[src/cpuPkg.sv]
`default_nettype none

package cpuPkg;

	localparam int dataWidth = 16;
	localparam int regAddrWidth = 4;
	localparam int ramAddrWidth = 13;
	localparam int ramDepth = 8192;

	typedef logic [dataWidth-1:0] wordT;
	typedef logic [regAddrWidth-1:0] regAddrT;
	typedef logic [ramAddrWidth-1:0] ramAddrT;

	// Unique legacy encodings kept, new codes for the former duplicates
	typedef enum logic [7:0] {
		opAddReg = 8'h01, opAddConst = 8'h21, opSubReg = 8'h02, opSubConst = 8'h22,
		opXor = 8'h03, opOr = 8'h04, opAnd = 8'h05, opNot = 8'h06,
		opShl = 8'h0B, opShr = 8'h0C,
		opMovReg = 8'h07, opMovConst = 8'h27,
		opStoreReg = 8'h87, opStoreConst = 8'hC7, opLoad = 8'h47,
		opCmp = 8'h08,
		opJmpReg = 8'h09, opJmpConst = 8'h89,
		opJzReg = 8'h29, opJzConst = 8'hA9, opJnzReg = 8'h49, opJnzConst = 8'hC9,
		opJgReg = 8'h69, opJgConst = 8'hE9, opJsReg = 8'h19, opJsConst = 8'h99,
		opJeqReg = 8'h59, opJeqConst = 8'hD9, opJnqReg = 8'h39, opJnqConst = 8'hB9,
		opJgqReg = 8'hF9, opJgqConst = 8'h0A, opJsqReg = 8'h8A, opJsqConst = 8'h4A
	} opcodeT;

	typedef enum logic [3:0] {
		aluAdd, aluSub, aluXor, aluOr, aluAnd, aluNot, aluShl, aluShr, aluPass
	} aluOpT;

	// Greater is an unsigned compare of A against B
	typedef struct packed {
		logic equal;
		logic greater;
		logic zero;
	} flagsT;

endpackage

`default_nettype wire
[src/aluUnit.sv]
`timescale 1ns/100ps
`default_nettype none

module aluUnit import cpuPkg::*; (
	input wire logic clock,
	input wire logic rstN,
	input wire aluOpT aluOp,
	input wire wordT operandA,
	input wire wordT operandB,
	input wire logic flagsUpdate,
	input wire logic cmpUpdate,
	output wordT aluResult,
	output flagsT flags
);

	always_comb begin
		case (aluOp)
			aluAdd: aluResult = operandA + operandB;
			aluSub: aluResult = operandA - operandB;
			aluXor: aluResult = operandA ^ operandB;
			aluOr: aluResult = operandA | operandB;
			aluAnd: aluResult = operandA & operandB;
			aluNot: aluResult = ~operandA;
			// Single-bit shifts, zero filled
			aluShl: aluResult = {operandA[dataWidth-2:0], 1'b0};
			aluShr: aluResult = {1'b0, operandA[dataWidth-1:1]};
			aluPass: aluResult = operandB;
			default: aluResult = operandB;
		endcase
	end

	// Flag word
	always_ff @(posedge clock) begin
		if (!rstN) begin
			flags <= '0;
		end else if (cmpUpdate) begin
			// Compare refreshes everything, zero tracks equality
			flags.equal <= operandA == operandB;
			flags.greater <= operandA > operandB;
			flags.zero <= operandA == operandB;
		end else if (flagsUpdate) begin
			flags.zero <= aluResult == '0;
		end
	end

endmodule

`default_nettype wire

[config.mk]
export PLATFORM = sky130hd
export DESIGN_NAME = aluUnit
export DESIGN_NICKNAME = d
export VERILOG_FILES = /design/src/cpuPkg.sv /design/src/aluUnit.sv
export SDC_FILE = /design/constraint.sdc
export NUM_CORES = 1
export LEC_CHECK = 0
export BUFFER_PORTS_ARGS = -buffer_cell sky130_fd_sc_hd__buf_2
export CAP_MARGIN = 25
export CELL_PAD_IN_SITES_DETAIL_PLACEMENT = 0
export CELL_PAD_IN_SITES_GLOBAL_PLACEMENT = 1
export CORE_MARGIN = 3
export CORE_UTILIZATION = 35
export DETAILED_ROUTE_END_ITERATION = 10
export PLACE_DENSITY_LB_ADDON = 0.25
export SYNTH_ARGS = -nofsm -noshare
export SYNTH_HDL_FRONTEND = slang
export SYNTH_SLANG_ARGS = --single-unit
[constraint.sdc]
create_clock -name clock -period 5 [get_ports clock]
set_clock_uncertainty 0.15 [all_clocks]
set_input_delay 0.5 -clock clock [delete_from_list [all_inputs] [get_ports clock]]
set_output_delay 0.5 -clock clock [all_outputs]
set_load 0.01 [all_outputs]
# Word-level counts from Yosys, hierarchy flattened
# Index checks and enable logic that the tools add are counted.
[totals]
regBits = 3
in_bits = 40
output_inout_bits = 19
elab_cells = 24
[classes]
addsub = 2
order_cmp = 1
n_eq_ne = 8
n_mux = 3
bitwise_logic = 4
reduce_logical = 3
[ops]
columns = ["operator", "count"]
rows = [
  ["16-bit case mux with 8 select lines", 1],
  ["16-bit adder", 1],
  ["16-bit bitwise AND", 1],
  ["16-bit == test", 1],
  ["4-bit by 3-bit == test with 1-bit output (second input constant)", 4],
  ["16-bit > comparator", 1],
  ["16-bit logical NOT", 1],
  ["16-bit inverter", 1],
  ["16-bit OR", 1],
  ["16-bit subtractor", 1],
  ["16-bit XOR", 1],
  ["4-bit by 2-bit == test with 1-bit output (second input constant)", 2],
  ["4-bit by 1-bit == test with 1-bit output (second input constant)", 1],
  ["4-bit logical NOT", 1],
  ["1-bit 2-to-1 mux", 2],
  ["2-bit nonzero test", 1],
]

# Logic depth before layout (Yosys ltp)
# Gate-level depths: netlist of run 1.
[logic_depth]
depth_word = 5
ltp_mapped = 14
depth_no_buf = 14

# Worst setup path after synthesis of run 1
# No wires, ideal clock.
[synth_path]
path_kind = "input to register"
startpoint = "input port operandA[0]"
endpoint = "register flags[0] (netlist bit)"
setup_time_ns = 0.059
t_arrival_ns = 3.533
required_ns = 4.791
slack_ns = 1.258
cell_stages = 12
path_cell_list = "inv_1 > ha_1 > inv_1 > fa_1 > a22o_1 > a2111oi_4 > a21oi_2 > or3_1 > or4_1 > or4_1 > or4_1 > nand2_1"
[synth_between]
elab_chain_len = 5
word_cells_on_any_way = 11
[synth_lines]
columns = ["item", "line_no", "source"]
rows = [
  ["start: declaration", "aluUnit.sv:8", "input wire wordT operandA,"],
  ["16-bit subtractor / 16-bit adder (equally long branches)", "aluUnit.sv:19, aluUnit.sv:18", ""],
  ["16-bit case mux with 8 select lines *", "aluUnit.sv:17", "case (aluOp)"],
  ["named net aluResult[1]", "aluUnit.sv:12", "output wordT aluResult,"],
  ["16-bit logical NOT *", "aluUnit.sv:42", "flags.zero <= aluResult == '0;"],
  ["1-bit 2-to-1 mux *", "aluUnit.sv:41", "end else if (flagsUpdate) begin"],
  ["1-bit 2-to-1 mux *", "aluUnit.sv:36", "end else if (cmpUpdate) begin"],
  ["end: declaration", "aluUnit.sv:13", "output flagsT flags"],
]
# Mark *: on every way through the listed nets, which the timed path passes. The rest lies on a longest branch. The select of a mux whose other input is x is not followed.
# A chain may end at the register's enable or synchronous reset.

# Final worst setup path of run 1
[layout_path]
startpoint = "input port operandA[13]"
endpoint = "register flags[0] (netlist bit)"
[layout_between]
elab_chain_len = 5
word_cells_on_any_way = 11
[layout_lines]
columns = ["item", "line_no", "source"]
rows = [
  ["16-bit subtractor, or another cell as far along", "aluUnit.sv:19", "aluSub: aluResult = operandA - operandB;"],
  ["16-bit case mux with 8 select lines", "aluUnit.sv:17", ""],
  ["16-bit logical NOT", "aluUnit.sv:42", ""],
  ["1-bit 2-to-1 mux", "aluUnit.sv:41", ""],
  ["1-bit 2-to-1 mux *", "aluUnit.sv:36", ""],
]
# Every way passes the cells marked *; elsewhere a longest branch is shown, timed or not. The select of a mux whose other input is x is not followed.

==> results of run 1 <==
## power by group through the flow
| stage | Combinational (mW) | Clock (mW) | Sequential [mW] |
|---|---|---|---|
| after floorplan | 0.249 | 0 | 0.0269 |
| after global placement | 0.364 | 0 | 0.0263 |
| after detailed placement | 0.364 | 0 | 0.0263 |
| after CTS | 0.366 | 0.0742 | 0.0260 |
| after global routing | 0.408 | 0.0755 | 0.0261 |
| final | 0.370 | 0.0713 | 0.0260 |
## Yosys cell counts (3+ instances only)
cell type  number  share of area, %
a31oi_1         3              0.58
ha_1           51                20
o21ai_1         3              0.47
a311oi_1        3              0.82
a21o_1          5               1.2
inv_1          54               6.3
o31ai_1         6               1.4
a32oi_1         4               1.1
nor4_1          4              0.78
o211ai_1        9               2.1
nor2b_1         9               1.8
mux2i_1        13               4.0
o32ai_1         4               1.1
xnor2_1        10               2.7
nand2_1        38               4.4
a22oi_1         5               1.2
o22ai_1        10               1.9
o21ai_0        34               5.3
buf_2          12               1.9
nor2_1         36               4.2
nand3_1        16               2.5
dfxtp_1         3               1.9
a211oi_1        9               2.1
or3_1           4              0.78
clkbuf_1       18               2.1
o21bai_1        4              0.93
or4_1           7               1.6
a21oi_1        25               3.9
nand2b_1        9               1.8
nand3b_1        3              0.70
nor3_1         11               1.7
a221oi_1        5               1.4
a221o_1         3              0.93
## area by class of cell
cell class | instances | share of cell area [%]
tap | 108 | 3.75
timing repair buffer | 64 | 9.31
multi-input combinational | 389 | 78.3
inverter | 55 | 5.73
clock buffer | 4 | 1.25
sequential | 3 | 1.67
## kinds of logic (layout without fill, tap and decap cells)
kind of cell	Yosys count	after routing	share of synthesized area, %
compound gates	160	160	34.7
simple gates	148	148	22.9
buf+inv	85	123	10.4
fa+ha+maj	53	53	21.1
mux	16	16	5.80
xor+xnor	12	12	3.27
flops	3	3	1.87
## through the flow
step | utilization (%) | hold WS (ns) | area [sq um] | worst slack (ns)
2_1_floorplan | - | 0.345 | 3210 | 1.26
3_3_place_gp | 40.4 | 0.284 | 3560 | 0.664
3_5_place_dp | 40.4 | 0.294 | 3560 | 0.601
4_1_cts | 40.9 | 0.294 | 3600 | 0.815
5_1_grt | 40.9 | 0.306 | 3600 | 0.557
6_report | 40.9 | 0.289 | 3600 | 0.769
## layer usage
| layer | part of all wire [%] | vias to the layer above | wire, um |
|---|---|---|---|
| met5 | 0 | - | 0 |
| met4 | 2.9 | 0 | 349 |
| met3 | 5.6 | 21 | 667 |
| met2 | 45 | 124 | 5380 |
| met1 | 46 | 1789 | 5550 |
| li1 | - | 1812 | - |
## worst max path at each step
stage               endpoint  slack (ns)  cells after the start
floorplan           flags[0]        1.26                     12
global placement    flags[0]        0.66                     13
detailed placement  flags[0]        0.60                     13
CTS                 flags[0]        0.81                     13
global route        flags[0]        0.56                     13
finish              flags[0]        0.77                     13
==> key figures, run 1 <==
Outcome
  • Status: complete, no violations

Layout
  • Register area: 60.1 sq um
  • Commonest non-fill, non-tap cells in the layout: buf_2, inv_1, ha_1
  • Fill cells: 973
  • Share of cells above drive strength 1: 15.3%
  • Final nets: 609
  • Top flop regs: flags: 3 flops
  • Area grow syn2layout: 12.1%
  • Diodes inserted: 0
  • Final std cells w/o fill: 623
  • Largest Register: flags
  • Leading cell type in the layout, fill and taps excluded: buf_2
  • Max reg flops: 3
  • Multi-input gate area: 0.00282 sq mm

Routing
  • Routed WL: 11.9 mm
  • Residual DRC: 0
  • Via density: 6.01
  • Antenna Nets Post-Route: 0
  • DRT iter0 DRCs: 203
  • Routed len/inst: 19.2 um
  • Via count: 3746
  • DR pass1 iterations: 5

Place
  • DP Wirelength: 9.29 mm
  • GPL Wtd Cong: 0.917
  • Inst Count DP: 619
  • Buffers on Ports: 58

Synth
  • Syn Area/Cell: 6.74 sq um
  • Ys Warns: 0
  • Synth Net Count: 570
  • Top_reg_cell synth: dfxtp_1
  • Synth unique cells: 67
  • Number of synthesized flops with an enable pin: 0
  • Post-Syn Area: 0.00321 sq mm
  • Fraction of registers with async set/reset: 0%
  • Cells after synthesis: 477
  • #FFs+latches synth: 3
  • Seq/Total Area, Yosys: 1.87%

Clocking
  • Setup bufs post-CTS: 0
  • CTS root buffer: clkbuf_8
  • CTS tree: yes
  • Clock-pin slew on the worst setup and hold paths: 0.03 ns
  • H-tree depth: 1
  • Clock Tree Buf Depth: 2
  • # resized after CTS: 0
  • Worst-Skew Late Latency: 0.22 ns
  • Total CTS buffers: 3
  • CTS Hold Bufs: 0
  • Sink Count: 3

Floorplanning
  • Die height: 102 um
  • Die area: 0.0104 sq mm
  • I/O Pins: 59
  • FP Rows: 34
  • Core ar.: 0.00881 sq mm
  • Effective utilization at floorplan: 36.5%
  • DIE WIDTH: 102 um

Setup path
  • Critical Path Slowest Stage Cell: nor4_1
  • Top delay family on crit path: simple AND/OR/NAND/NOR gates
  • R2r endpoint: flags[0]
  • Worst Path Arrival: 4.24 ns
  • RR Startpoint: flags[0]
  • Critical Path RT: 5.01 ns
  • WP buf/inv: 2
  • Origin of the worst setup path: operandA[13]
  • CP cell instances: buf_2 > inv_1 > ha_1 > nor4_1 > nand3_1 > o21ai_1 > and2_1 > nand2_1 > or3_1 > or4_1 > or4_1 > or4_1 > nand2_1
  • Critical path class: input pin to flop
  • Element type at the critical path start: input pin
  • Worst setup EP type: flop
  • Critical Path Most Common Cell: or4_1
  • Reg2Reg Depth: 3
  • R2r setup slk: 4.07 ns
  • CP Max Fanout: 13
  • Max incr delay on CP: 0.62 ns

Global route
  • Met2 Use GR: 36.7%
  • First-pass GRT wire length: 18.8 mm
  • Antenna violations before repair: 0
  • GRT met3 Usage: 2.32%
  • Gr busiest metal: met2
  • Met1 GRT Util: 31.3%
  • GRT Total Usage: 22.6%
  • Total grt overflow: 0
  • Vias in the first global route: 3641
  • Largest net degree at the start of global routing: 27

Power
  • P_sw: 0.247 mW
  • Seq pwr share: 5.6%
  • IR drop worst, VDD: 0.0000655 V
  • Pint: 0.220 mW
  • Combinational power share: 79.2%
  • Cell area power density: 130 mW/mm^2
  • Leakage Power: 1.66 nW
  • Sw frac: 52.8%
  • Clock share of power: 15.3%
  • Tot Pwr: 0.467 mW

Timing
  • Final hold vios: 0
  • Fin. max-slew vios: 0
  • Setup_tns: 0 ns
  • Tcrit/Tclk final: 84.6%
  • Worst Tran Pin Value: 0.996 ns
  • Highest clock rate: 236 MHz
  • Max transition margin: 33.2%
  • Final setup fails: 0
  • RSZ-0062 raised after global routing: false
  • Crit path time final: 4.23 ns

Flow run
  • Max_cap viols: 0

Min path
  • Worst hold-check path type: flop to flop
  • Hold Path Sink: flags[2]
  • Hold_sp: flags[2]
  • Hold Crit Depth: 1
Power figures use the tool's default switching activity.
==> run 2, diff against run 1 <==
==> constraint.sdc (replaced) <==
create_clock -name clock -period 4.2 [get_ports clock]
set_clock_uncertainty 0.15 [all_clocks]
set_input_delay 0.42 -clock clock [delete_from_list [all_inputs] [get_ports clock]]
set_output_delay 0.42 -clock clock [all_outputs]
set_load 0.01 [all_outputs]
==> key figures, run 2 (synthesis gave the netlist of run 1 again) <==
Routing
  • DRT iter0 DRCs: 335 (+65%)
  • Routed len/inst: 19.6 um (+2.2%)
  • Via density: 6.08 (+1.1%)
  • Antenna Nets Post-Route: 0 (unchanged)
  • Residual DRC: 0 (unchanged)
  • DR pass1 iterations: 5 (unchanged)
  • Routed WL: 12.7 mm (+6.3%)
  • Via count: 3941 (+5.2%)

Timing
  • Tcrit/Tclk final: 91.9%
  • Final hold vios: 0 (unchanged)
  • Setup_tns: 0 ns (unchanged)
  • Final setup fails: 0 (unchanged)
  • Worst Tran Pin Value: 0.576 ns (-0.420 ns)
  • Hold_ws: 0.310 ns (+0.0210 ns)
  • Crit path time final: 3.86 ns
  • Highest clock rate: 259 MHz
  • RSZ-0062 raised after global routing: false
  • Max transition margin: 60.6% (+27 points)
  • Fin. max-slew vios: 0 (unchanged)

Setup path
  • Critical Path Slowest Stage Cell: or4_1
  • Critical Path RT: 4.21 ns (-0.80 ns)
  • Top delay family on crit path: simple AND/OR/NAND/NOR gates
  • Element type at the critical path start: input pin
  • Critical Path Stages: 12 (-1)
  • Worst setup EP type: flop
  • CP cell instances: buf_2 > inv_1 > ha_1 > nand2b_1 > a211oi_1 > o22ai_1 > a221oi_1 > a21oi_1 > or3_1 > or4_1 > or4_1 > nand2_1
  • Critical path class: input pin to flop
  • WP buf/inv: 2 (unchanged)
  • Reg2Reg Depth: 3 (unchanged)
  • R2r setup slk: 3.31 ns (-0.76 ns)
  • RR Startpoint: flags[0]
  • Max incr delay on CP: 0.50 ns (-0.12 ns)
  • Worst Path Arrival: 3.87 ns (-0.37 ns)
  • Critical Path Most Common Cell: or4_1
  • CP Max Fanout: 9 (-4)
  • R2r endpoint: flags[0]

Floorplanning
  • Core ar.: 0.00881 sq mm (unchanged)
  • Die height: 102 um (unchanged)
  • I/O Pins: 59 (unchanged)
  • FP Rows: 34 (unchanged)
  • Effective utilization at floorplan: 36.5% (unchanged)
  • DIE WIDTH: 102 um (unchanged)
  • Die area: 0.0104 sq mm (unchanged)

Clocking
  • Sink Count: 3 (unchanged)
  • Clock-pin slew on the worst setup and hold paths: 0.03 ns (about the same)
  • CTS tree: yes
  • CTS root buffer: clkbuf_8
  • H-tree depth: 1 (unchanged)
  • Total CTS buffers: 3 (unchanged)
  • CTS Hold Bufs: 0 (unchanged)
  • Worst-Skew Late Latency: 0.22 ns (about the same)
  • Clock Tree Buf Depth: 2 (unchanged)

Flow run
  • Max_cap viols: 0 (unchanged)

Place
  • GPL Wtd Cong: 0.949 (+3.4%)
  • Buffers on Ports: 58 (unchanged)
  • DP Wirelength: 10.2 mm (+9.4%)

Layout
  • Final nets: 634 (+4.1%)
  • Multi-input gate area: 0.00282 sq mm (about the same)
  • Diodes inserted: 0 (unchanged)
  • Register area: 60.1 sq um (unchanged)
  • Fill cells: 953 (-2.1%)
  • Largest Register: flags
  • Area grow syn2layout: 18.0%
  • Leading cell type in the layout, fill and taps excluded: buf_2
  • Max reg flops: 3 (unchanged)
  • Share of cells above drive strength 1: 19.3% (+3.9 points)
  • Commonest non-fill, non-tap cells in the layout: buf_2, inv_1, ha_1
  • Top flop regs: flags: 3 flops

Power
  • Leakage Power: 1.78 nW (+7.2%)
  • IR drop worst, VDD: 0.0000869 V (+33%)
  • Tot Pwr: 0.588 mW (+26%)
  • Cell area power density: 155 mW/mm^2 (+20%)

Global route
  • Largest net degree at the start of global routing: 19 (-30%)
  • Vias in the first global route: 3792 (+4.1%)
  • First-pass GRT wire length: 20.1 mm (+7.0%)
  • Antenna violations before repair: 0 (unchanged)
  • GRT Total Usage: 24.3% (+1.7 points)
  • Total grt overflow: 0 (unchanged)

Min path
  • Hold Path Sink: flags[2]
  • Hold Crit Depth: 2 (+1)
  • Hold_sp: cmpUpdate
  • Worst hold-check path type: input pin to flop

Outcome
  • Status: complete, no violations
-- run 2: cell types whose count changed in the layout (fill, tap and decap cells not counted) --
| cell | delta |
|---|---|
| buf_4 | +25 |
| a2111oi_1 | +1 |
| a2111oi_0 | -1 |
-- run 2: report_power, final --
group          internal [mW]  leakage [nW]  total [mW]  switching [mW]
clock network         0.0649        0.0228      0.0857          0.0208
registers             0.0302        0.0247      0.0310        0.000780
logic                  0.187          1.73       0.471           0.284
-- run 2: per-stage QoR --
stage / util, % / std cells / area, sq um / setup slack, ns
after CTS: 43.0 / 648 / 3790 / 0.348
final: 43.0 / 648 / 3790 / 0.340
after global routing: 43.0 / 648 / 3790 / 0.108
after detailed placement: 42.5 / 644 / 3740 / 0.123
after floorplan: - / 477 / 3210 / 0.538
after global placement: 42.5 / 644 / 3740 / 0.123
-- run 2: cell type report --
| class | count | share of cell area (%) |
|---|---|---|
| Clock buffer | 4 | 1.19 |
| Inverter | 55 | 5.45 |
| Multi-Input combinational cell | 389 | 74.4 |
| Sequential cell | 3 | 1.58 |
| Tap cell | 108 | 3.57 |
| Timing Repair Buffer | 89 | 13.8 |
-- run 2: how the worst max path moves through the flow --
stage                start       endpoint  slack [ns]
2_1_floorplan  operandA[0]       flags[0]        0.54
3_3_place_gp   operandA[6]       flags[0]        0.12
3_5_place_dp   operandA[2]       flags[0]        0.12
4_1_cts        operandA[2]       flags[0]        0.35
5_1_grt        operandA[6]  aluResult[15]        0.11
6_report       operandA[2]       flags[0]        0.34
-- run 2: worst reg2reg max path, stage by stage, from the launching register on --
cell     delay, ns
dfxtp_1       0.31
nor2b_1       0.12
o21ai_0       0.14
nand2_1       0.06
-- run 2: what timing repair did --
item,4_1_cts,5_1_grt
setup buffers,0,0
endpoints found under the setup margin,0,1
gates resized for setup,0,1
-- run 2: per-layer routing --
layer | wire length, um | GRT usage, % | up-vias
met1 | 5540 | 31.8 | 1864
met5 | 0 | 0 | -
li1 | - | - | 1867
met3 | 707 | 2.66 | 32
met4 | 484 | 9.28 | 0
met2 | 5960 | 41.2 | 178
