$ cat src/cpuPkg.sv
`default_nettype none

package cpuPkg;

	localparam int dataWidth = 16;
	localparam int regAddrWidth = 4;
	localparam int ramAddrWidth = 13;
	localparam int ramDepth = 8192;

	typedef logic [dataWidth-1:0] wordT;
	typedef logic [regAddrWidth-1:0] regAddrT;
	typedef logic [ramAddrWidth-1:0] ramAddrT;

	// Unique legacy encodings kept, new codes for the former duplicates
	typedef enum logic [7:0] {
		opAddReg = 8'h01, opAddConst = 8'h21, opSubReg = 8'h02, opSubConst = 8'h22,
		opXor = 8'h03, opOr = 8'h04, opAnd = 8'h05, opNot = 8'h06,
		opShl = 8'h0B, opShr = 8'h0C,
		opMovReg = 8'h07, opMovConst = 8'h27,
		opStoreReg = 8'h87, opStoreConst = 8'hC7, opLoad = 8'h47,
		opCmp = 8'h08,
		opJmpReg = 8'h09, opJmpConst = 8'h89,
		opJzReg = 8'h29, opJzConst = 8'hA9, opJnzReg = 8'h49, opJnzConst = 8'hC9,
		opJgReg = 8'h69, opJgConst = 8'hE9, opJsReg = 8'h19, opJsConst = 8'h99,
		opJeqReg = 8'h59, opJeqConst = 8'hD9, opJnqReg = 8'h39, opJnqConst = 8'hB9,
		opJgqReg = 8'hF9, opJgqConst = 8'h0A, opJsqReg = 8'h8A, opJsqConst = 8'h4A
	} opcodeT;

	typedef enum logic [3:0] {
		aluAdd, aluSub, aluXor, aluOr, aluAnd, aluNot, aluShl, aluShr, aluPass
	} aluOpT;

	// Greater is an unsigned compare of A against B
	typedef struct packed {
		logic equal;
		logic greater;
		logic zero;
	} flagsT;

endpackage

`default_nettype wire
$ cat src/regFileIf.sv
`timescale 1ns/100ps
`default_nettype none

interface regFileIf import cpuPkg::*; ();

	regAddrT readAddrA;
	regAddrT readAddrB;
	wordT readDataA;
	wordT readDataB;
	logic writeEn;
	regAddrT writeAddr;
	wordT writeData;

	modport decoder (
		output readAddrA, readAddrB, writeEn, writeAddr, writeData,
		input readDataA, readDataB
	);

	modport regFile (
		input readAddrA, readAddrB, writeEn, writeAddr, writeData,
		output readDataA, readDataB
	);

endinterface

`default_nettype wire

$ cat src/instructionDecoder.sv
`timescale 1ns/100ps
`default_nettype none

module instructionDecoder import cpuPkg::*; (
	input wire logic clock,
	input wire logic rstN,
	input wire logic instrValid,
	input wire opcodeT opcode,
	input wire wordT arg1,
	input wire wordT arg2,
	regFileIf.decoder rf,
	output aluOpT aluOp,
	output wordT operandA,
	output wordT operandB,
	output logic flagsUpdate,
	output logic cmpUpdate,
	input wire wordT aluResult,
	input wire flagsT flags,
	output ramAddrT ramAddr,
	output logic ramWriteEn,
	output wordT ramWriteData,
	input wire wordT ramReadData,
	output logic busy,
	output logic done,
	output wordT result,
	output logic jumpTaken
);

	typedef enum logic [1:0] {idle, execute, loadWait} stateT;

	stateT state;
	opcodeT opcodeQ;
	wordT arg1Q;
	wordT arg2Q;
	logic accept;
	logic constB;
	logic aluFlags;
	logic regWrite;
	logic ramStore;
	logic isLoad;
	logic cmpOp;
	logic isJump;
	logic jumpConst;
	logic condMet;
	wordT target;

	// Busy only drops in idle, so this alone is enough
	assign accept = instrValid && !busy;

	always_comb begin
		case (opcodeQ)
			opAddReg, opAddConst: aluOp = aluAdd;
			opSubReg, opSubConst, opCmp: aluOp = aluSub;
			opXor: aluOp = aluXor;
			opOr: aluOp = aluOr;
			opAnd: aluOp = aluAnd;
			opNot: aluOp = aluNot;
			opShl: aluOp = aluShl;
			opShr: aluOp = aluShr;
			default: aluOp = aluPass;
		endcase
	end

	assign constB = opcodeQ inside {opAddConst, opSubConst, opMovConst, opStoreConst};
	assign aluFlags = opcodeQ inside {opAddReg, opAddConst, opSubReg, opSubConst, opXor,
		opOr, opAnd, opNot, opShl, opShr};
	assign regWrite = aluFlags || opcodeQ inside {opMovReg, opMovConst};
	assign ramStore = opcodeQ inside {opStoreReg, opStoreConst};
	assign isLoad = opcodeQ == opLoad;
	assign cmpOp = opcodeQ == opCmp;
	assign jumpConst = opcodeQ inside {opJmpConst, opJzConst, opJnzConst, opJgConst,
		opJsConst, opJeqConst, opJnqConst, opJgqConst, opJsqConst};

	// Jump conditions against the flag word
	always_comb begin
		isJump = 1'b1;
		condMet = 1'b0;
		case (opcodeQ)
			opJmpReg, opJmpConst: condMet = 1'b1;
			opJzReg, opJzConst: condMet = flags.zero;
			opJnzReg, opJnzConst: condMet = !flags.zero;
			opJgReg, opJgConst: condMet = flags.greater && !flags.equal;
			opJsReg, opJsConst: condMet = !flags.greater && !flags.equal;
			opJeqReg, opJeqConst: condMet = flags.equal;
			opJnqReg, opJnqConst: condMet = !flags.equal;
			opJgqReg, opJgqConst: condMet = flags.greater || flags.equal;
			opJsqReg, opJsqConst: condMet = flags.equal || !flags.greater;
			default: isJump = 1'b0;
		endcase
	end

	assign rf.readAddrA = arg1Q[regAddrWidth-1:0];
	assign rf.readAddrB = arg2Q[regAddrWidth-1:0];
	assign operandA = rf.readDataA;
	assign operandB = constB ? arg2Q : rf.readDataB;
	assign target = jumpConst ? arg1Q : rf.readDataA;

	assign flagsUpdate = (state == execute) && aluFlags;
	assign cmpUpdate = (state == execute) && cmpOp;

	// Loads address through arg2, stores through arg1
	assign ramAddr = isLoad ? rf.readDataB[ramAddrWidth-1:0] : rf.readDataA[ramAddrWidth-1:0];
	assign ramWriteEn = (state == execute) && ramStore;
	assign ramWriteData = operandB;

	assign rf.writeEn = ((state == execute) && regWrite) || (state == loadWait);
	assign rf.writeAddr = arg1Q[regAddrWidth-1:0];
	assign rf.writeData = (state == loadWait) ? ramReadData : aluResult;

	always_ff @(posedge clock) begin
		if (!rstN) begin
			state <= idle;
			busy <= 1'b0;
			done <= 1'b0;
			jumpTaken <= 1'b0;
			result <= '0;
		end else begin
			done <= 1'b0;
			jumpTaken <= 1'b0;
			case (state)
				idle: begin
					// Also ends the busy stretch of the done cycle
					busy <= accept;
					if (accept) begin
						state <= execute;
					end
				end
				execute: begin
					if (isLoad) begin
						state <= loadWait;
					end else begin
						state <= idle;
						done <= 1'b1;
						jumpTaken <= isJump && condMet;
						result <= isJump ? target : aluResult;
					end
				end
				loadWait: begin
					state <= idle;
					done <= 1'b1;
					result <= ramReadData;
				end
				default: state <= idle;
			endcase
		end
	end

	// Instruction payload
	always_ff @(posedge clock) begin
		if (accept) begin
			opcodeQ <= opcode;
			arg1Q <= arg1;
			arg2Q <= arg2;
		end
	end

endmodule

`default_nettype wire

$ cat src/flat_wrapper.sv
// flat-port wrapper written by rule: the top's interface ports become plain ports
module instructionDecoder_flat import cpuPkg::*;
  (clock, rstN, instrValid, opcode, arg1, arg2, aluOp, operandA, operandB, flagsUpdate, cmpUpdate, aluResult, flags, ramAddr, ramWriteEn, ramWriteData, ramReadData, busy, done, result, jumpTaken, rf_readAddrA, rf_readAddrB, rf_writeEn, rf_writeAddr, rf_writeData, rf_readDataA, rf_readDataB);
  regFileIf rf_i ();
  input wire logic clock;
  input wire logic rstN;
  input wire logic instrValid;
  input wire opcodeT opcode;
  input wire wordT arg1;
  input wire wordT arg2;
  output aluOpT aluOp;
  output wordT operandA;
  output wordT operandB;
  output logic flagsUpdate;
  output logic cmpUpdate;
  input wire wordT aluResult;
  input wire flagsT flags;
  output ramAddrT ramAddr;
  output logic ramWriteEn;
  output wordT ramWriteData;
  input wire wordT ramReadData;
  output logic busy;
  output logic done;
  output wordT result;
  output logic jumpTaken;
  output wire logic [$bits(rf_i.readAddrA)-1:0] rf_readAddrA;
  output wire logic [$bits(rf_i.readAddrB)-1:0] rf_readAddrB;
  output wire logic [$bits(rf_i.writeEn)-1:0] rf_writeEn;
  output wire logic [$bits(rf_i.writeAddr)-1:0] rf_writeAddr;
  output wire logic [$bits(rf_i.writeData)-1:0] rf_writeData;
  input wire logic [$bits(rf_i.readDataA)-1:0] rf_readDataA;
  input wire logic [$bits(rf_i.readDataB)-1:0] rf_readDataB;
  assign rf_readAddrA = rf_i.readAddrA;
  assign rf_readAddrB = rf_i.readAddrB;
  assign rf_writeEn = rf_i.writeEn;
  assign rf_writeAddr = rf_i.writeAddr;
  assign rf_writeData = rf_i.writeData;
  assign rf_i.readDataA = rf_readDataA;
  assign rf_i.readDataB = rf_readDataB;
  instructionDecoder u_core (.clock(clock), .rstN(rstN), .instrValid(instrValid), .opcode(opcode), .arg1(arg1), .arg2(arg2), .rf(rf_i), .aluOp(aluOp), .operandA(operandA), .operandB(operandB), .flagsUpdate(flagsUpdate), .cmpUpdate(cmpUpdate), .aluResult(aluResult), .flags(flags), .ramAddr(ramAddr), .ramWriteEn(ramWriteEn), .ramWriteData(ramWriteData), .ramReadData(ramReadData), .busy(busy), .done(done), .result(result), .jumpTaken(jumpTaken));
endmodule
$ cat config.mk
export PLATFORM = sky130hd
export DESIGN_NAME = instructionDecoder_flat
export DESIGN_NICKNAME = d
export VERILOG_FILES = /design/src/cpuPkg.sv /design/src/regFileIf.sv /design/src/instructionDecoder.sv /design/src/flat_wrapper.sv
export SDC_FILE = /design/constraint.sdc
export NUM_CORES = 1
export LEC_CHECK = 0
export BUFFER_PORTS_ARGS = -buffer_cell sky130_fd_sc_hd__buf_2
export CAP_MARGIN = 5
export CORE_ASPECT_RATIO = 0.7
export CORE_MARGIN = 10
export CORE_UTILIZATION = 46
export DETAILED_ROUTE_END_ITERATION = 8
export GPL_ROUTABILITY_DRIVEN = 0
export HOLD_SLACK_MARGIN = 0.06
export PLACE_DENSITY = 0.82
export SYNTH_ARGS = -nofsm -noshare
export SYNTH_HDL_FRONTEND = slang
export SYNTH_SLANG_ARGS = --single-unit
$ cat constraint.sdc
create_clock -name clock -period 3.2 [get_ports clock]
set_clock_uncertainty 0.2 [all_clocks]
set_input_delay 0.16 -clock clock [delete_from_list [all_inputs] [get_ports clock]]
set_output_delay 0.16 -clock clock [all_outputs]
set_load 0.005 [all_outputs]
* After elaboration in Yosys (flattened, before gate mapping)
Index checks and enable logic that the tools add are counted.
Word-level totals: bits in registers 61, input port bits 110, output and inout bits 116, logic and storage cells 100
Cells by class: eq/ne operators 38, muxes and demuxes 15, bitwise operators 2, reductions and logical operators 37
Operators with widths (number):
- == test 8 bit (second input constant) | 11
- 2-to-1 mux 16 bit | 5
- == test 8 x 4 -> 1 bit (second input constant) | 5
- == test 8 x 6 -> 1 bit (second input constant) | 5
- == test 8 x 7 -> 1 bit (second input constant) | 5
- == test 8 x 3 -> 1 bit (second input constant) | 4
- case mux 16 bit (2 select lines) | 1
- case mux 4 bit (8 select lines) | 1
- OR reduction 2 bit | 10
- OR reduction 18 bit | 1
- == test 8 x 2 -> 1 bit (second input constant) | 2
- 2-to-1 mux 13 bit | 1
- nonzero test 10 bit | 1
- case mux 1 bit (9 select lines) | 1
- nonzero test 9 bit | 1
- == test 8 x 1 -> 1 bit (second input constant) | 1
- == test 8 x 5 -> 1 bit (second input constant) | 1
- logical AND 1 bit | 8
- nonzero test 2 bit | 3
- OR reduction 3 bit | 2
- zero test 1 bit | 4
- logical OR 1 bit | 4
- 2-to-1 mux 2 bit | 2
- case mux 2 bit (2 select lines) | 1
- other kinds (10) | 12

* Depth between registers and ports, before layout
depth after elaboration 6, mapped depth 8, gate-level depth less buffers 7

* Worst setup path before layout
OpenSTA, ideal clock, no wires.
path kind register -> output, start register u_core.opcodeQ[4], end output port ramWriteData[10], arrival 2.403 ns, data required time 2.840 ns, path slack 0.437 ns, cell stages (with the launch flop) 9, path buffers 3, cells stage by stage edfxtp_1 > buf_2 > or3_4 > o31ai_2 > a21oi_1 > nor4_4 > buf_6 > mux2_1 > buf_4
On the way: word-level cells in the longest chain between the ends 3, elaborated cells between the ends (all ways) 6, those cells by class 4 x eq/ne; 1 x mux; 1 x reduce/logical
Ends and longest elaborated chain:
- start, declared | line instructionDecoder.sv:32 | opcodeT opcodeQ;
- start signal, assigned | line instructionDecoder.sv:151 | opcodeQ <= opcode;
- == test 8 x 6 -> 1 bit / == test 8 bit (equally long branches) | line instructionDecoder.sv:64 | assign constB = opcodeQ inside {opAddConst, opSubConst, opMovConst, opStoreConst};
- nonzero test 4 bit (*) | line instructionDecoder.sv:64
- 2-to-1 mux 16 bit (*) | line instructionDecoder.sv:95 | assign operandB = constB ? arg2Q : rf.readDataB;
- end, declared | line flat_wrapper.sv:20 | output wordT ramWriteData;
Every way passes the cells marked *; elsewhere a longest branch is shown, timed or not.

* Final worst setup path
start register u_core.opcodeQ[2], end register u_core.result[6]
On the way: word-level cells in the longest chain between the ends 6, elaborated cells between the ends (all ways) 28, those cells by class 20 x eq/ne; 5 x mux; 3 x reduce/logical
Ends and longest elaborated chain:
- == test 8 x 4 -> 1 bit (tied with other cells) | line instructionDecoder.sv:78 | case (opcodeQ)
- OR reduction 18 bit (no line) / nonzero test 9 bit (equally long branches)
- 2-to-1 mux 1 bit / 2-to-1 mux 16 bit (equally long branches) | line instructionDecoder.sv:78, instructionDecoder.sv:96
- 2-to-1 mux 16 bit | line instructionDecoder.sv:135 | result <= isJump ? target : aluResult;
- 2-to-1 mux 16 bit | line instructionDecoder.sv:129 | if (isLoad) begin
- case mux 16 bit (2 select lines) | line instructionDecoder.sv:120 | case (state)
- end signal, assigned | line instructionDecoder.sv:135
- end signal, assigned | line instructionDecoder.sv:141 | result <= ramReadData;
- end, declared | line instructionDecoder.sv:25 | output wordT result,
Several ways; a longest one is shown, not always the timed one. The select of a mux whose other input is x is not followed. A chain may end at the register's enable or synchronous reset.

==> Flow_metrics.wiki <==
{| class="wikitable"
! Metric !! Value
|-
| Run status || finished clean
|-
| Crit path largest cell delay || 0.59 ns
|-
| Kind of path behind the tightest hold check || in -> reg
|-
| Data required time of the critical path || 3.28 ns
|-
| Number of global-route vias before repair || 4,990
|-
| Maximum net fanout on the critical path || 18
|-
| Top_reg_cell synth || sky130_fd_sc_hd__edfxtp_1
|-
| Die span in x || 134 um
|-
| I/O pin count || 226
|-
| MaxCap Viol Count || 0
|-
| RSZ-0062 raised after global routing || no
|-
| Number of clock sinks seen by CTS || 61
|-
| Area of the multi-input gates || 2040 um^2
|-
| Cell count after placement || 742
|-
| Total number of placement rows || 29
|-
| Remaining antenna violation count || 0
|-
| Pre-CTS setup slack || 0.453 ns
|-
| Slowest stage cell, crit path || sky130_fd_sc_hd__edfxtp_1
|-
| Synth area leader || sky130_fd_sc_hd__edfxtp_1
|-
| Smallest hold slack || 0.0650 ns
|-
| Final clock period utilization by the worst path || 95.3%
|-
| Number of instances in the synthesized netlist || 467
|-
| Ordered cell list for the critical path || nand4bb_1 -> buf_4 -> or3_4 -> a21boi_1 -> o221ai_1 -> a31oi_1 -> dlygate4sd3_1
|-
| Number of warnings printed during yosys synthesis || 0
|-
| Netlist cell types || 51
|-
| Area growth syn-to-layout || 46.4%
|-
| Number of antenna violations at the first check in global routing || 3
|-
| Die Span Y || 100 um
|-
| Summed negative setup slack over all endpoints || 0 ns
|-
| Share of final-layout standard cells stronger than drive strength 1 || 40.2%
|-
| Delay-heaviest family, CP || buffers and inverters
|-
| Count of buffers inserted at the top-level ports || 225
|-
| Time the worst path needs with I/O delays and setup || 3.05 ns
|-
| CP Launch Point || u_core.opcodeQ[2]$_DFFE_PP_
|-
| Post-CTS clock slew at the launch and capture registers of the worst setup and hold paths || 0.05 ns
|-
| Final-report hold violation count || 0
|-
| Reg-to-Reg Start || u_core.opcodeQ[2]$_DFFE_PP_
|-
| Avg WL per Cell || 20.7 um
|-
| Core Area || 9000 um^2
|-
| Latest clock arrival within the worst-skew pair || 0.33 ns
|-
| Startpoint of the tightest hold check path || aluResult[0]
|-
| Vias || 4,753
|-
| Final Max Slew Viols || 0
|-
| Total CTS buffers || 9
|-
| Netlist area before placement || 4210 um^2
|-
| Count of buffering cells on the critical path with inverters included || 2
|-
| Peak Freq || 0.328 GHz
|-
| Net count of the mapped netlist || 580
|-
| Crit path launch type || register
|-
| Portion of synthesized cell area occupied by the leading cell type || 28.5%
|-
| Crit Path Category || reg -> reg
|-
| Die Footprint || 13,400 um^2
|-
| Share of the yosys chip area belonging to registers || 38.5%
|-
| GRT Resource Usage Total || 24.6%
|-
| Static Leak || 2.73 nW
|-
| Data arrival, critical path || 3.13 ns
|-
| Post-route setup slack || 0.151 ns
|-
| Global route total overflow || 0
|-
| Final routed DRC violation total || 0
|-
| Total area of sequential cells || 1620 um^2
|-
| Non-filler cells in the finished layout || 837
|-
| First-pass GRT wire length || 26,400 um
|-
| Pwr Total || 2.43 mW
|-
| Initial core utilization || 46.8%
|-
| Slew headroom || 35.4%
|-
| Drt via density || 5.68
|-
| Async set-or-reset flop fraction in the synthesized netlist || 0%
|-
| Clock tree from TritonCTS || done
|-
| Leading post-synthesis cells by instance count || 57 x sky130_fd_sc_hd__o21ai_0, 44 x sky130_fd_sc_hd__buf_4, 40 x sky130_fd_sc_hd__edfxtp_1
|-
| Setup violators final || 0
|-
| Number of enable-type register cells in the synthesized netlist || 40
|-
| Type of destination of the critical path || register
|-
| Peak ir drop on the vdd network || 0.328 mV
|-
| Maximum number of pins on one net before global-route repair || 43
|-
| # fillers || 684
|-
| Leading post-synthesis cells by cell area || sky130_fd_sc_hd__edfxtp_1 29%, sky130_fd_sc_hd__dfxtp_1 10%, sky130_fd_sc_hd__buf_4 7.8%
|-
| Synth Register Bits || 61
|-
| Areal power density over the cells || 394 nW/um^2
|-
| Post-synthesis average cell area || 9.02 um^2
|-
| Cell at the root of the clock tree || sky130_fd_sc_hd__clkbuf_16
|-
| Detailed-route wire length || 17,300 um
|-
| Number of nets in the layout || 817
|-
| Number of design-rule violations left by the first detailed-router iteration || 486
|-
| Detailed placement HPWL || 11,500 um
|-
| Buffer depth of the longest clock path || 2
|-
| Most frequently used cell type in the post-synthesis netlist || sky130_fd_sc_hd__o21ai_0
|-
| H-tree depth reported by CTS || 3
|-
| First-pass DRT Iterations || 6
|-
| Least-Margin Pin Slew || 0.967 ns
|}
## cell families (layout without fill, tap and decap cells)
family | after synthesis | after routing | synth area share, %
flops | 61 | 61 | 38.5
xor+xnor | 3 | 3 | 0.624
mux | 33 | 33 | 8.73
compound gates | 164 | 164 | 24.9
fa+ha+maj | 3 | 3 | 0.891
other cells | 0 | 4 | 0
buf+inv | 110 | 352 | 14.1
simple gates | 93 | 93 | 12.3
## cell usage in the layout, fill, tap and decap left out, types with 3 or more instances in the layout
cell type                       synthesis  final
sky130_fd_sc_hd__buf_2                  5    225
sky130_fd_sc_hd__dlygate4sd3_1          0     73
sky130_fd_sc_hd__o21ai_0               57     57
sky130_fd_sc_hd__edfxtp_1              40     40
sky130_fd_sc_hd__nand2_1               30     30
sky130_fd_sc_hd__a21oi_1               30     30
sky130_fd_sc_hd__inv_1                 26     25
sky130_fd_sc_hd__dfxtp_1               21     21
sky130_fd_sc_hd__nor2b_1               20     20
sky130_fd_sc_hd__mux2_2                20     20
sky130_fd_sc_hd__a31oi_1               17     17
sky130_fd_sc_hd__a21boi_0              15     15
sky130_fd_sc_hd__a2111oi_0             15     15
sky130_fd_sc_hd__o221ai_1              15     15
sky130_fd_sc_hd__nor2_1                11     11
sky130_fd_sc_hd__mux2_1                10     10
sky130_fd_sc_hd__buf_4                 44     10
sky130_fd_sc_hd__clkbuf_16              0      9
sky130_fd_sc_hd__diode_2                0      4
sky130_fd_sc_hd__nand3_1                5      4
sky130_fd_sc_hd__nand2b_1               3      3
sky130_fd_sc_hd__nor3_1                 3      3
sky130_fd_sc_hd__and3_1                 4      3
sky130_fd_sc_hd__mux2i_1                3      3
sky130_fd_sc_hd__ha_1                   3      3
## layout make-up
class	instances	area share, %
clock inverter	7	1.18
sequential	61	26.3
antenna	4	0.162
multi-input combinational	296	33.0
inverter	26	1.58
clock buffer	9	3.65
timing repair buffer	310	31.6
tap	124	2.52
## state kept, by name, indices dropped and copies added, names as in the netlist
name / flops
u_core.arg2Q: 16
u_core.busy: 1
u_core.jumpTaken: 1
u_core.opcodeQ: 8
u_core.arg1Q: 16
u_core.done: 1
u_core.result: 16
u_core.state: 2
## worst register-to-register path, cell delays in order (launching register included)
cell and delay, ns:
sky130_fd_sc_hd__edfxtp_1 0.59, sky130_fd_sc_hd__nand4bb_1 0.31, sky130_fd_sc_hd__buf_4 0.23, sky130_fd_sc_hd__or3_4 0.46, sky130_fd_sc_hd__a21boi_1 0.25, sky130_fd_sc_hd__o221ai_1 0.15
sky130_fd_sc_hd__a31oi_1 0.24, sky130_fd_sc_hd__dlygate4sd3_1 0.57
## final timing paths
| path | to | slack [ns] | depth (start not counted) |
|---|---|---|---|
| worst max-delay path | u_core.result[6]$_SDFFE_PN0P_ | 0.15 | 7 |
| worst min-delay path | u_core.result[0]$_SDFFE_PN0P_ | 0.06 | 3 |
| worst max register to register | u_core.result[6]$_SDFFE_PN0P_ | 0.15 | 7 |
| worst min register to register | u_core.busy$_SDFFE_PN0P_ | 0.32 | 2 |
## per-stage QoR
stage / util (%) / instance area (um^2)
2_1_floorplan: - / 4210
4_1_cts: 67.9 / 6110
5_1_grt: 68.5 / 6160
3_3_place_gp: 56.5 / 5080
6_report: 68.5 / 6170
3_5_place_dp: 56.5 / 5080
## metal layers
metal / vias to the layer above / share of wire [%] / track usage [%]
met5: - / 0 / 0
met2: 326 / 50 / 42.9
met3: 84 / 11 / 9.78
li1: 2152 / - / -
met4: 0 / 5.0 / 13.7
met1: 2191 / 34 / 24.9
## power breakdown
part | total [mW] | internal [mW] | switching [mW]
logic | 0.511 | 0.254 | 0.257
registers | 0.945 | 0.906 | 0.0390
clock network | 0.972 | 0.605 | 0.367
## what timing repair did
item / CTS / global route
hold buffers: 73 / 0
setup buffers: 0 / 2
resized for setup: 0 / 6
endpoints found under the hold margin: 61 / 0
endpoints found under the setup margin: 0 / 36
Power figures use the tool's default switching activity.
